===== config.mk =====
export PLATFORM = sky130hd
export DESIGN_NAME = videoAddressUnit
export DESIGN_NICKNAME = d
export VERILOG_FILES = /design/src/videoPkg.sv /design/src/videoAddressUnit.sv /design/src/addressGen.sv /design/src/spriteDma.sv /design/src/matrixCounter.sv /design/src/refreshCounter.sv
export SDC_FILE = /design/constraint.sdc
export NUM_CORES = 1
export LEC_CHECK = 0
export BUFFER_PORTS_ARGS = -buffer_cell sky130_fd_sc_hd__buf_2
export CORE_UTILIZATION = 46
export CTS_BUF_LIST = sky130_fd_sc_hd__clkbuf_4
export CTS_CLUSTER_SIZE = 12
export DETAILED_ROUTE_END_ITERATION = 6
export PLACE_DENSITY = 0.68
export SETUP_SLACK_MARGIN = 0.1
export SYNTH_ARGS = -nofsm -noshare
export SYNTH_HDL_FRONTEND = slang
export SYNTH_HIERARCHICAL = 1
export SYNTH_SLANG_ARGS = --single-unit

===== constraint.sdc =====
create_clock -name clk33 -period 3.8 [get_ports clk33]
set_clock_uncertainty 0.15 [all_clocks]
set_input_delay 0.76 -clock clk33 [delete_from_list [all_inputs] [get_ports clk33]]
set_output_delay 0.76 -clock clk33 [all_outputs]
set_load 0.005 [all_outputs]

===== src/videoPkg.sv =====
// Shared cycle and fetch enums, width typedefs and the sprite count for the video address unit

package videoPkg;

	// ======================================================================
	// Sizes
	// ======================================================================

	// Number of hardware sprites, one pointer and one byte counter each
	localparam int MIBCNT = 8;

	// ======================================================================
	// Width types
	// ======================================================================

	// Video memory address, 16K window seen by the controller
	typedef logic [13:0] vicAddr_t;
	// DRAM refresh row number
	typedef logic [7:0]  refCount_t;
	// Offset into the video matrix (1000 cells on screen)
	typedef logic [10:0] matrixIndex_t;
	// Scanline inside a character row
	typedef logic [2:0]  scanline_t;
	// Character code with its colour nibble on top
	typedef logic [11:0] charCode_t;
	// Sprite pointer, counts 64-byte blocks
	typedef logic [7:0]  spritePtr_t;
	// Byte offset inside a sprite block
	typedef logic [5:0]  spriteCount_t;
	// Sprite slot; bit 3 picks the upper pointer bank in enhanced mode
	typedef logic [3:0]  spriteNum_t;

	// ======================================================================
	// Enums
	// ======================================================================

	// Memory slot type as handed down by the beam timing
	typedef enum logic [2:0] {
		VIC_IDLE, VIC_REF, VIC_RC, VIC_CHAR, VIC_G, VIC_SPRITE
	} vicCycle_t;

	// What the registered address is being used for
	typedef enum logic [2:0] {
		FETCH_NONE, FETCH_REF, FETCH_MATRIX, FETCH_CHAR, FETCH_SPRPTR, FETCH_SPRDATA
	} fetchKind_t;

endpackage

===== src/videoAddressUnit.sv =====
// Top level of the video address unit joining the counters and the address generator

`timescale 1ns/1ns

module videoAddressUnit import videoPkg::*; (
	input  logic       clk33,
	input  logic       rstN,
	input  logic       phi02,
	input  logic       phis,
	input  logic       leg,
	input  logic       bmm,
	input  logic       ecm,
	input  vicCycle_t  vicCycle,
	input  vicAddr_t   vm,
	input  vicAddr_t   cb,
	input  spriteNum_t sprite,
	input  logic [7:0] sprite1,
	// Memory side marks the end of the access in flight
	input  logic       fetchDone,
	input  logic       lineEnd,
	input  logic       frameStart,
	input  charCode_t  dataIn,
	output vicAddr_t   vicAddr,
	output fetchKind_t fetchKind
);

	// ======================================================================
	// Internal nets
	// ======================================================================

	logic [2:0]   fetchSprite;
	refCount_t    refcntr;
	matrixIndex_t vmndx;
	scanline_t    scanline;
	charCode_t    nextChar;
	spritePtr_t   mPtr [MIBCNT];
	spriteCount_t mCnt [MIBCNT];

	// ======================================================================
	// Instances
	// ======================================================================

	addressGen u_addressGen (
		.clk33, .rstN, .phi02, .phis, .leg, .bmm, .ecm, .vicCycle,
		.refcntr, .vm, .vmndx, .cb, .scanline, .nextChar, .sprite, .sprite1,
		.mCnt, .mPtr, .vicAddr, .fetchKind, .fetchSprite
	);

	refreshCounter u_refreshCounter (
		.clk33, .rstN, .frameStart, .fetchDone, .fetchKind, .refcntr
	);

	matrixCounter u_matrixCounter (
		.clk33, .rstN, .frameStart, .lineEnd, .fetchDone, .fetchKind, .dataIn,
		.vmndx, .scanline, .nextChar
	);

	spriteDma u_spriteDma (
		.clk33, .rstN, .fetchDone, .fetchKind, .fetchSprite, .dataIn,
		.mPtr, .mCnt
	);

endmodule


===== src/addressGen.sv =====
// Registered video address multiplexer producing the address and fetch kind per slot

`timescale 1ns/1ns

module addressGen import videoPkg::*; (
	input  logic         clk33,
	input  logic         rstN,
	input  logic         phi02,
	input  logic         phis,
	// Legacy sprite pointer layout when high
	input  logic         leg,
	input  logic         bmm,
	input  logic         ecm,
	input  vicCycle_t    vicCycle,
	input  refCount_t    refcntr,
	input  vicAddr_t     vm,
	input  matrixIndex_t vmndx,
	input  vicAddr_t     cb,
	input  scanline_t    scanline,
	input  charCode_t    nextChar,
	input  spriteNum_t   sprite,
	input  logic [7:0]   sprite1,
	input  spriteCount_t mCnt [MIBCNT],
	input  spritePtr_t   mPtr [MIBCNT],
	output vicAddr_t     vicAddr,
	output fetchKind_t   fetchKind,
	output logic [2:0]   fetchSprite
);

	// ======================================================================
	// Address selection
	// ======================================================================

	vicAddr_t   addr;
	fetchKind_t kind;
	vicAddr_t   refAddr;
	vicAddr_t   matrixAddr;
	vicAddr_t   sprDataAddr;

	// Refresh rows sit in the top page of the 16K window
	assign refAddr     = {6'b111111, refcntr};
	assign matrixAddr  = vm + vicAddr_t'(vmndx);
	// Sprite data is the block pointer with the byte counter below it
	assign sprDataAddr = {mPtr[sprite[2:0]], mCnt[sprite[2:0]]};

	always_comb begin
		addr = 14'h3FFF;
		kind = FETCH_NONE;
		case (vicCycle)
			VIC_REF: begin
				addr = refAddr;
				kind = FETCH_REF;
			end
			VIC_RC: begin
				// The CPU half of a refresh slot is stolen for the matrix read
				if (phi02) begin
					addr = matrixAddr;
					kind = FETCH_MATRIX;
				end else begin
					addr = refAddr;
					kind = FETCH_REF;
				end
			end
			VIC_CHAR, VIC_G: begin
				if (phi02) begin
					addr = matrixAddr;
					kind = FETCH_MATRIX;
				end else begin
					kind = FETCH_CHAR;
					// Bitmap data is 8K aligned, text glyphs come from the character base
					if (bmm)
						addr = {cb[13], 13'd0} + {vmndx, scanline};
					else
						addr = {cb[13:11], nextChar[7:0], scanline};
					// Extended colour steals the top two code bits for background select
					if (ecm)
						addr[10:9] = 2'b00;
				end
			end
			VIC_SPRITE: begin
				if (leg) begin
					// Legacy pointers live in the last eight bytes of the matrix
					if (!phi02 && sprite1[4]) begin
						addr = vm + (14'h3F8 | {11'd0, sprite[2:0]});
						kind = FETCH_SPRPTR;
					end else begin
						addr = sprDataAddr;
						kind = FETCH_SPRDATA;
					end
				end else begin
					if (!phis) begin
						addr = sprDataAddr;
						kind = FETCH_SPRDATA;
					end else begin
						// Two banks of eight pointers, bank 0 at the higher address
						addr = vm + (14'h3F0 | {10'd0, ~sprite[3], sprite[2:0]});
						kind = FETCH_SPRPTR;
					end
				end
			end
			default: begin
				addr = 14'h3FFF;
				kind = FETCH_NONE;
			end
		endcase
	end

	// ======================================================================
	// Output registers
	// ======================================================================

	always_ff @(posedge clk33) begin
		if (!rstN) begin
			vicAddr     <= 14'h3FFF;
			fetchKind   <= FETCH_NONE;
			fetchSprite <= 3'd0;
		end else begin
			vicAddr     <= addr;
			fetchKind   <= kind;
			fetchSprite <= sprite[2:0];
		end
	end

	// The beam timing only ever hands down one of the six defined slot types
	assert property (@(posedge clk33) disable iff (!rstN)
		!$isunknown(vicCycle) && vicCycle <= VIC_SPRITE);

endmodule


===== src/spriteDma.sv =====
// Sprite pointer registers and per-sprite data byte counters

`timescale 1ns/1ns

module spriteDma import videoPkg::*; (
	input  logic         clk33,
	input  logic         rstN,
	input  logic         fetchDone,
	input  fetchKind_t   fetchKind,
	input  logic [2:0]   fetchSprite,
	input  charCode_t    dataIn,
	output spritePtr_t   mPtr [MIBCNT],
	output spriteCount_t mCnt [MIBCNT]
);

	// ======================================================================
	// Fetch decode
	// ======================================================================

	logic ptrDone;
	logic dataDone;

	assign ptrDone  = fetchDone && (fetchKind == FETCH_SPRPTR);
	assign dataDone = fetchDone && (fetchKind == FETCH_SPRDATA);

	// ======================================================================
	// Per-sprite state
	// ======================================================================

	// Only the slot that was fetched changes, the others hold
	always_ff @(posedge clk33) begin
		if (!rstN) begin
			for (int i = 0; i < MIBCNT; i++) begin
				mPtr[i] <= '0;
				mCnt[i] <= '0;
			end
		end else if (ptrDone) begin
			// New block number, data reads start at its first byte
			mPtr[fetchSprite] <= dataIn[7:0];
			mCnt[fetchSprite] <= '0;
		end else if (dataDone) begin
			// Six bits, so the counter wraps at the end of the 64-byte block
			mCnt[fetchSprite] <= mCnt[fetchSprite] + 6'd1;
		end
	end

	// Sprite slot must be defined whenever a sprite access completes
	assert property (@(posedge clk33) disable iff (!rstN)
		(ptrDone || dataDone) |-> !$isunknown(fetchSprite));

endmodule


===== src/matrixCounter.sv =====
// Video matrix index, row base, character scanline and fetched character latch

`timescale 1ns/1ns

module matrixCounter import videoPkg::*; (
	input  logic         clk33,
	input  logic         rstN,
	input  logic         frameStart,
	input  logic         lineEnd,
	input  logic         fetchDone,
	input  fetchKind_t   fetchKind,
	input  charCode_t    dataIn,
	output matrixIndex_t vmndx,
	output scanline_t    scanline,
	output charCode_t    nextChar
);

	// ======================================================================
	// Row tracking
	// ======================================================================

	// Forty cells to a text row
	localparam matrixIndex_t ROWSTEP = 11'd40;

	matrixIndex_t rowBase;
	matrixIndex_t nextBase;
	logic         matrixDone;
	logic         lastLine;

	assign matrixDone = fetchDone && (fetchKind == FETCH_MATRIX);
	assign lastLine   = (scanline == 3'd7);
	// The base only moves on after the eighth scanline of a row
	assign nextBase   = lastLine ? rowBase + ROWSTEP : rowBase;

	always_ff @(posedge clk33) begin
		if (!rstN) begin
			rowBase  <= '0;
			vmndx    <= '0;
			scanline <= '0;
		end else if (frameStart) begin
			// New frame starts from the first cell of the first row
			rowBase  <= '0;
			vmndx    <= '0;
			scanline <= '0;
		end else if (lineEnd) begin
			// Every line rereads the same row unless the row is finished
			rowBase  <= nextBase;
			vmndx    <= nextBase;
			scanline <= scanline + 3'd1;
		end else if (matrixDone) begin
			vmndx <= vmndx + 11'd1;
		end
	end

	// ======================================================================
	// Character latch
	// ======================================================================

	// Holds the code read on the matrix half for the following glyph read
	always_ff @(posedge clk33) begin
		if (!rstN)
			nextChar <= '0;
		else if (matrixDone)
			nextChar <= dataIn;
	end

	// The index walks no further than one text row past its base
	assert property (@(posedge clk33) disable iff (!rstN)
		{1'b0, vmndx} <= {1'b0, rowBase} + 12'd40);

endmodule


===== src/refreshCounter.sv =====
// DRAM refresh row counter stepping down once per completed refresh fetch

`timescale 1ns/1ns

module refreshCounter import videoPkg::*; (
	input  logic       clk33,
	input  logic       rstN,
	input  logic       frameStart,
	input  logic       fetchDone,
	input  fetchKind_t fetchKind,
	output refCount_t  refcntr
);

	// ======================================================================
	// Row counter
	// ======================================================================

	logic refDone;

	// Only a finished refresh access moves the row on
	assign refDone = fetchDone && (fetchKind == FETCH_REF);

	always_ff @(posedge clk33) begin
		if (!rstN) begin
			refcntr <= 8'hFF;
		end else if (frameStart) begin
			// Each frame restarts at the top row
			refcntr <= 8'hFF;
		end else if (refDone) begin
			// Wraps from 00 back to FF
			refcntr <= refcntr - 8'd1;
		end
	end

endmodule


# Word-level counts from Yosys, hierarchy flattened
# Index checks and enable logic that the tools add are counted.
[op_classes]
n_addsub = 9
mul = 0
div = 0
order_cmp = 3
eq_ne = 10
shift = 0
mux = 34
bitwise = 6
n_reduce_logical = 11
[ops]
columns = ["op", "n"]
rows = [
  ["$mux 48", 2],
  ["$mux 14", 6],
  ["$bwmux 64", 1],
  ["$pmux 14 s4", 1],
  ["$and 48x48->48", 1],
  ["$bwmux 48", 1],
  ["$not 48->48", 1],
  ["$bmux 6 s3", 2],
  ["$mux 11", 3],
  ["$mux 6", 5],
  ["$add 14x10->14", 2],
  ["$bmux 8 s3", 1],
  ["$demux 8 s3", 1],
  ["$mux 8", 3],
  ["$demux 6 s3", 1],
  ["$eq 3x3->1 const B", 5],
  ["$add 14x11->14", 1],
  ["$add 14x14->14", 1],
  ["$pmux 3 s4", 1],
  ["$add 11x1->11 const B", 1],
  ["$add 11x6->11 const B", 1],
  ["$eq 3x2->1 const B", 3],
  ["$ge 4x4->1 const B", 2],
  ["$not 3->4", 2],
  ["13 further kinds", 25],
]
[totals]
ff_bits = 173
latch_bits = 0
mem_bits_rw = 0
romBits = 0
inputBits = 65
out_inout_bits = 17
wordCells = 97
memories = 0

# Logic depth before layout (Yosys ltp)
[logic_depth]
word_depth = 8
ltp_mapped = 10
ltp_nobuf = 10

# Cells and area by module
# Netlist, hierarchy kept.
[modules_own_cells]
columns = ["mod", "n_inst", "cells_each", "area_per_inst_um2", "seq_area_each_um2"]
rows = [
  ["spriteDma", 1, 530, 5058.6, 2242.2],
  ["addressGen", 1, 390, 3268.1, 400.4],
  ["matrixCounter", 1, 190, 1659.1, 680.7],
  ["refreshCounter", 1, 44, 439.2, 160.2],
]

# Worst setup path before layout
# No wires, ideal clock.
[synth_path]
kind = "in2reg"
start = "input vm[0]"
end = "register u_addressGen.vicAddr[8]"
setup_ps = 134
t_arrival_ps = 2779
required_time_ps = 3516
path_slack_ps = 737
stages = 8
path_buffers = 0
cell_sequence = "ha_1 fa_1 a21o_1 a2111oi_4 nor2_2 a211oi_2 a211oi_1 or4_1"
[synth_between]
elab_chain_cells = 4
elab_cells_between_ends = 9
cone_classes = "add/sub (3); mux (6)"
[synth_rtl]
columns = ["element", "line_no", "text"]
rows = [
  ["start, declared", "videoAddressUnit.sv:14", "input vicAddr_t vm,"],
  ["$add 14x10->14 (on tied branches)", "addressGen.sv:96, addressGen.sv:84", ""],
  ["$mux 14 (on tied branches)", "addressGen.sv:91, addressGen.sv:83", ""],
  ["$mux 14", "addressGen.sv:81", "if (leg) begin"],
  ["$pmux 14 s4 (*)", "addressGen.sv:49", "case (vicCycle)"],
  ["end signal, assigned", "addressGen.sv:118", "vicAddr <= addr;"],
  ["end, declared", "addressGen.sv:25", "output vicAddr_t vicAddr,"],
]
# Every way passes the cells marked *; elsewhere a longest branch is shown, timed or not.
# A chain may end at the register's enable or synchronous reset.

# Worst setup path in the final report
[layout_path]
start = "register u_addressGen.fetchSprite[0]"
end = "register u_spriteDma/mCnt[22] (netlist bit)"
[layout_between]
elab_chain_cells = 8
elab_cells_between_ends = 15
cone_classes = "add/sub (1); order compare (2); mux (8); bitwise (3); reduce/logical (1)"
[layout_rtl]
columns = ["element", "line_no", "text"]
rows = [
  ["start, declared", "addressGen.sv:27", "output logic [2:0] fetchSprite"],
  ["start signal, assigned", "addressGen.sv:120", "fetchSprite <= sprite[2:0];"],
  ["$not 3->4 (not written as such) (*)", "spriteDma.sv:40, spriteDma.sv:43", ""],
  ["$bmux 6 s3 (tied with other cells)", "spriteDma.sv:43", "mCnt[fetchSprite] <= mCnt[fetchSprite] + 6'd1;"],
  ["$mux 6 (not written as such) / $logic_and 1x1->1 (equally long branches)", "spriteDma.sv:43, spriteDma.sv:40", ""],
  ["$mux 6 (on tied branches)", "spriteDma.sv:43, spriteDma.sv:40", ""],
  ["$add 6x1->6 / $demux 6 s3 (equally long branches)", "spriteDma.sv:43, spriteDma.sv:40", ""],
  ["$bwmux 48 / $not 48->48 (equally long branches)", "--", ""],
  ["$mux 48 / $and 48x48->48 (equally long branches)", "--", ""],
  ["$mux 48 (*)", "spriteDma.sv:37", "end else if (ptrDone) begin"],
  ["end signal, assigned by index", "spriteDma.sv:43", ""],
  ["end, declared", "spriteDma.sv:13", "output spriteCount_t mCnt [MIBCNT]"],
]
# Every way passes the cells marked *; elsewhere a longest branch is shown, timed or not. The select of a mux whose other input is x is not followed.

==> reports/qor.yml <==
finish:
  multiInputGateArea_sq_mm: 0.00637
  seqCellArea_sq_mm: 0.00340
  nNetsFinal: 1240
  syn_to_final_growth_pct: 6.14
  utilization: 0.499
  num-fill-cells: 2088
  drive_gt1_frac: 0.155
timing:
  max-slew-margin-rel: 0.425
  hold_slack_ns: 0.331
  grt_setup_unrepaired: "no"
  finalSetupTns_ns: 0
  hold_viol_final: 0
  worst_pin_slew_ns: 0.862
  setup_viol: 0
  slew_violations: 0
  period_minus_slack_ns: 3.07
  layout_setup_ws_ns: 0.730
  fin_crit_sh: 0.808
  fmax_ghz: 0.326
placement:
  io_buffer_count: 59
  hpwl_um: 19500
  place.gp.congestion: 0.989
  pre_cts_ws_ns: 0.412
clock_tree:
  postCtsSetupRepairBufs: 0
  cts.clk_slew.worst_paths_ns: 0.16
  clock_path_buffers: 2
  cts_buffers: 17
  clock_sinks: 170
  worstSkewPairLatency_ns: 0.59
  h-tree-depth: 4
  cts_resized: 0
  cts_root_buf: "clkbuf_4"
  cts_tree: "built"
  cts_hold_buf: 0
floorplan:
  core-area_sq_mm: 0.0219
  dieArea_sq_mm: 0.0230
  die_y_um: 152
  die_x_um: 152
  io_pins: 82
  rows: 54
  start_util: 0.470
worst_hold_path:
  hp-class: "reg -> reg"
synthesis:
  avgSynthCellArea_sq_um: 9.04
  yosys_warnings: 6
  synth.net_count: 1226
  syn-cell-area_sq_mm: 0.0103
  syn_inst: 1138
grt:
  grt_pass1_wl_um: 43500
  antenna_found_initial: 1
  grt_overflow: 0
  grt_pass1_vias: 8051
  grt_max_degree: 51
  grt_use_total: 0.248
routing:
  ant_nets: 0
  drt_iter0_drc: 666
  drc: 3
  routed_via_density: 5.97
  wire_per_inst_um: 19.2
  totalWireLength_um: 27800
  num_vias: 8643
  drtPass1Iterations: 7
critical_path:
  max_stage_delay_ns: 0.89
  crit_path_start_kind: "flip-flop"
  endpoint_kind: "flip-flop"
  crit_arrival_ns: 3.42
  required_ns: 4.15
  criticalPathCategory: "reg -> reg"
  crit_chain: "buf_4, mux4_2, nand2b_1, a211oi_2, or2_2, o31ai_1, and2_1"
  crit_fanout: 18
  cp_slowest_cell: "dfxtp_1"
power_and_ir_drop:
  vdd_drop_max_mv: 0.167
  p_leak_nw: 4.05
  powerDensity_mw_per_mm2: 297
run_status:
  status: "complete, but fails checks"
  violations: "DRC"
run:
  max_cap_violations: 0
-- path summary, 6_finish.rpt --
kind	from	end	slack, ns	depth (start not counted)
hold / removal	u_matrixCounter/nextChar[5]	u_matrixCounter/nextChar[5]	0.33	2
hold reg to reg	u_matrixCounter/nextChar[5]	u_matrixCounter/nextChar[5]	0.33	2
setup / recovery	u_addressGen/fetchSprite[0]	u_spriteDma/mCnt[22]	0.73	7
setup reg to reg	u_addressGen/fetchSprite[0]	u_spriteDma/mCnt[22]	0.73	7
-- worst max-delay path, delay by kind of cell (launching register included) --
family	cells	cell delay, ns
AOI/OAI and AO/OA	2	0.52
buffers and inverters	1	0.29
DFF	1	0.89
muxes	1	0.52
and+or+nand+nor	3	0.61
-- cell usage in the layout (no fill, tap or decap), types with 8 or more instances in the layout --
cell type,n
dfxtp_1,170
nand2_1,102
mux2i_1,91
o21ai_0,70
nand3_1,68
nor2_1,64
nor2b_1,63
buf_2,58
a21oi_1,42
mux4_2,38
a21boi_0,24
xnor2_1,23
inv_1,22
buf_4,21
ha_1,21
nor3_1,19
xor2_1,19
clkbuf_4,17
and2_1,15
nand2b_1,12
o211ai_1,11
or4_1,11
o31ai_1,10
nor4_1,9
and3_1,9
a211oi_1,8
-- routing by layer --
metal  track usage  vias to the layer above  wire [um]
met5             0                        -          0
met1         0.325                     4157      12000
met2         0.411                      289      13300
met4        0.0856                        0        706
li1              -                     4150          -
met3        0.0419                       47       1780
-- report_power, final --
part / internal [W] / total, W / switching, W
clock network: 0.000271 / 0.000986 / 0.000715
registers: 0.00180 / 0.00183 / 0.0000237
logic: 0.000158 / 0.000423 / 0.000265
-- metrics by stage --
step	area (sq um)	instances	power [W]
2_1_floorplan	10300	1138	0.00216
3_3_place_gp	10700	1413	0.00228
3_5_place_dp	10700	1413	0.00228
4_1_cts	10900	1445	0.00326
5_1_grt	10900	1447	0.00337
6_report	10900	1448	0.00324
-- registers in the layout, summed over array words and instances, names as in the netlist --
name / count
u_refreshCounter/refcntr: 8
u_matrixCounter/vmndx: 11
u_spriteDma/mPtr: 64
u_spriteDma/mCnt: 48
u_matrixCounter/scanline: 3
u_matrixCounter/nextChar: 8
u_addressGen/vicAddr: 14
u_addressGen/fetchKind: 3
u_addressGen/fetchSprite: 3
u_matrixCounter/rowBase: 8
-- area by class of cell --
cell class	count	area share
multi-input combinational	860	0.583
sequential	170	0.312
timing repair buffer	79	0.0410
tap	280	0.0321
clock buffer	17	0.0117
clock inverter	15	0.0110
inverter	24	0.00825
antenna	3	0.000688
Power figures use the tool's default switching activity.
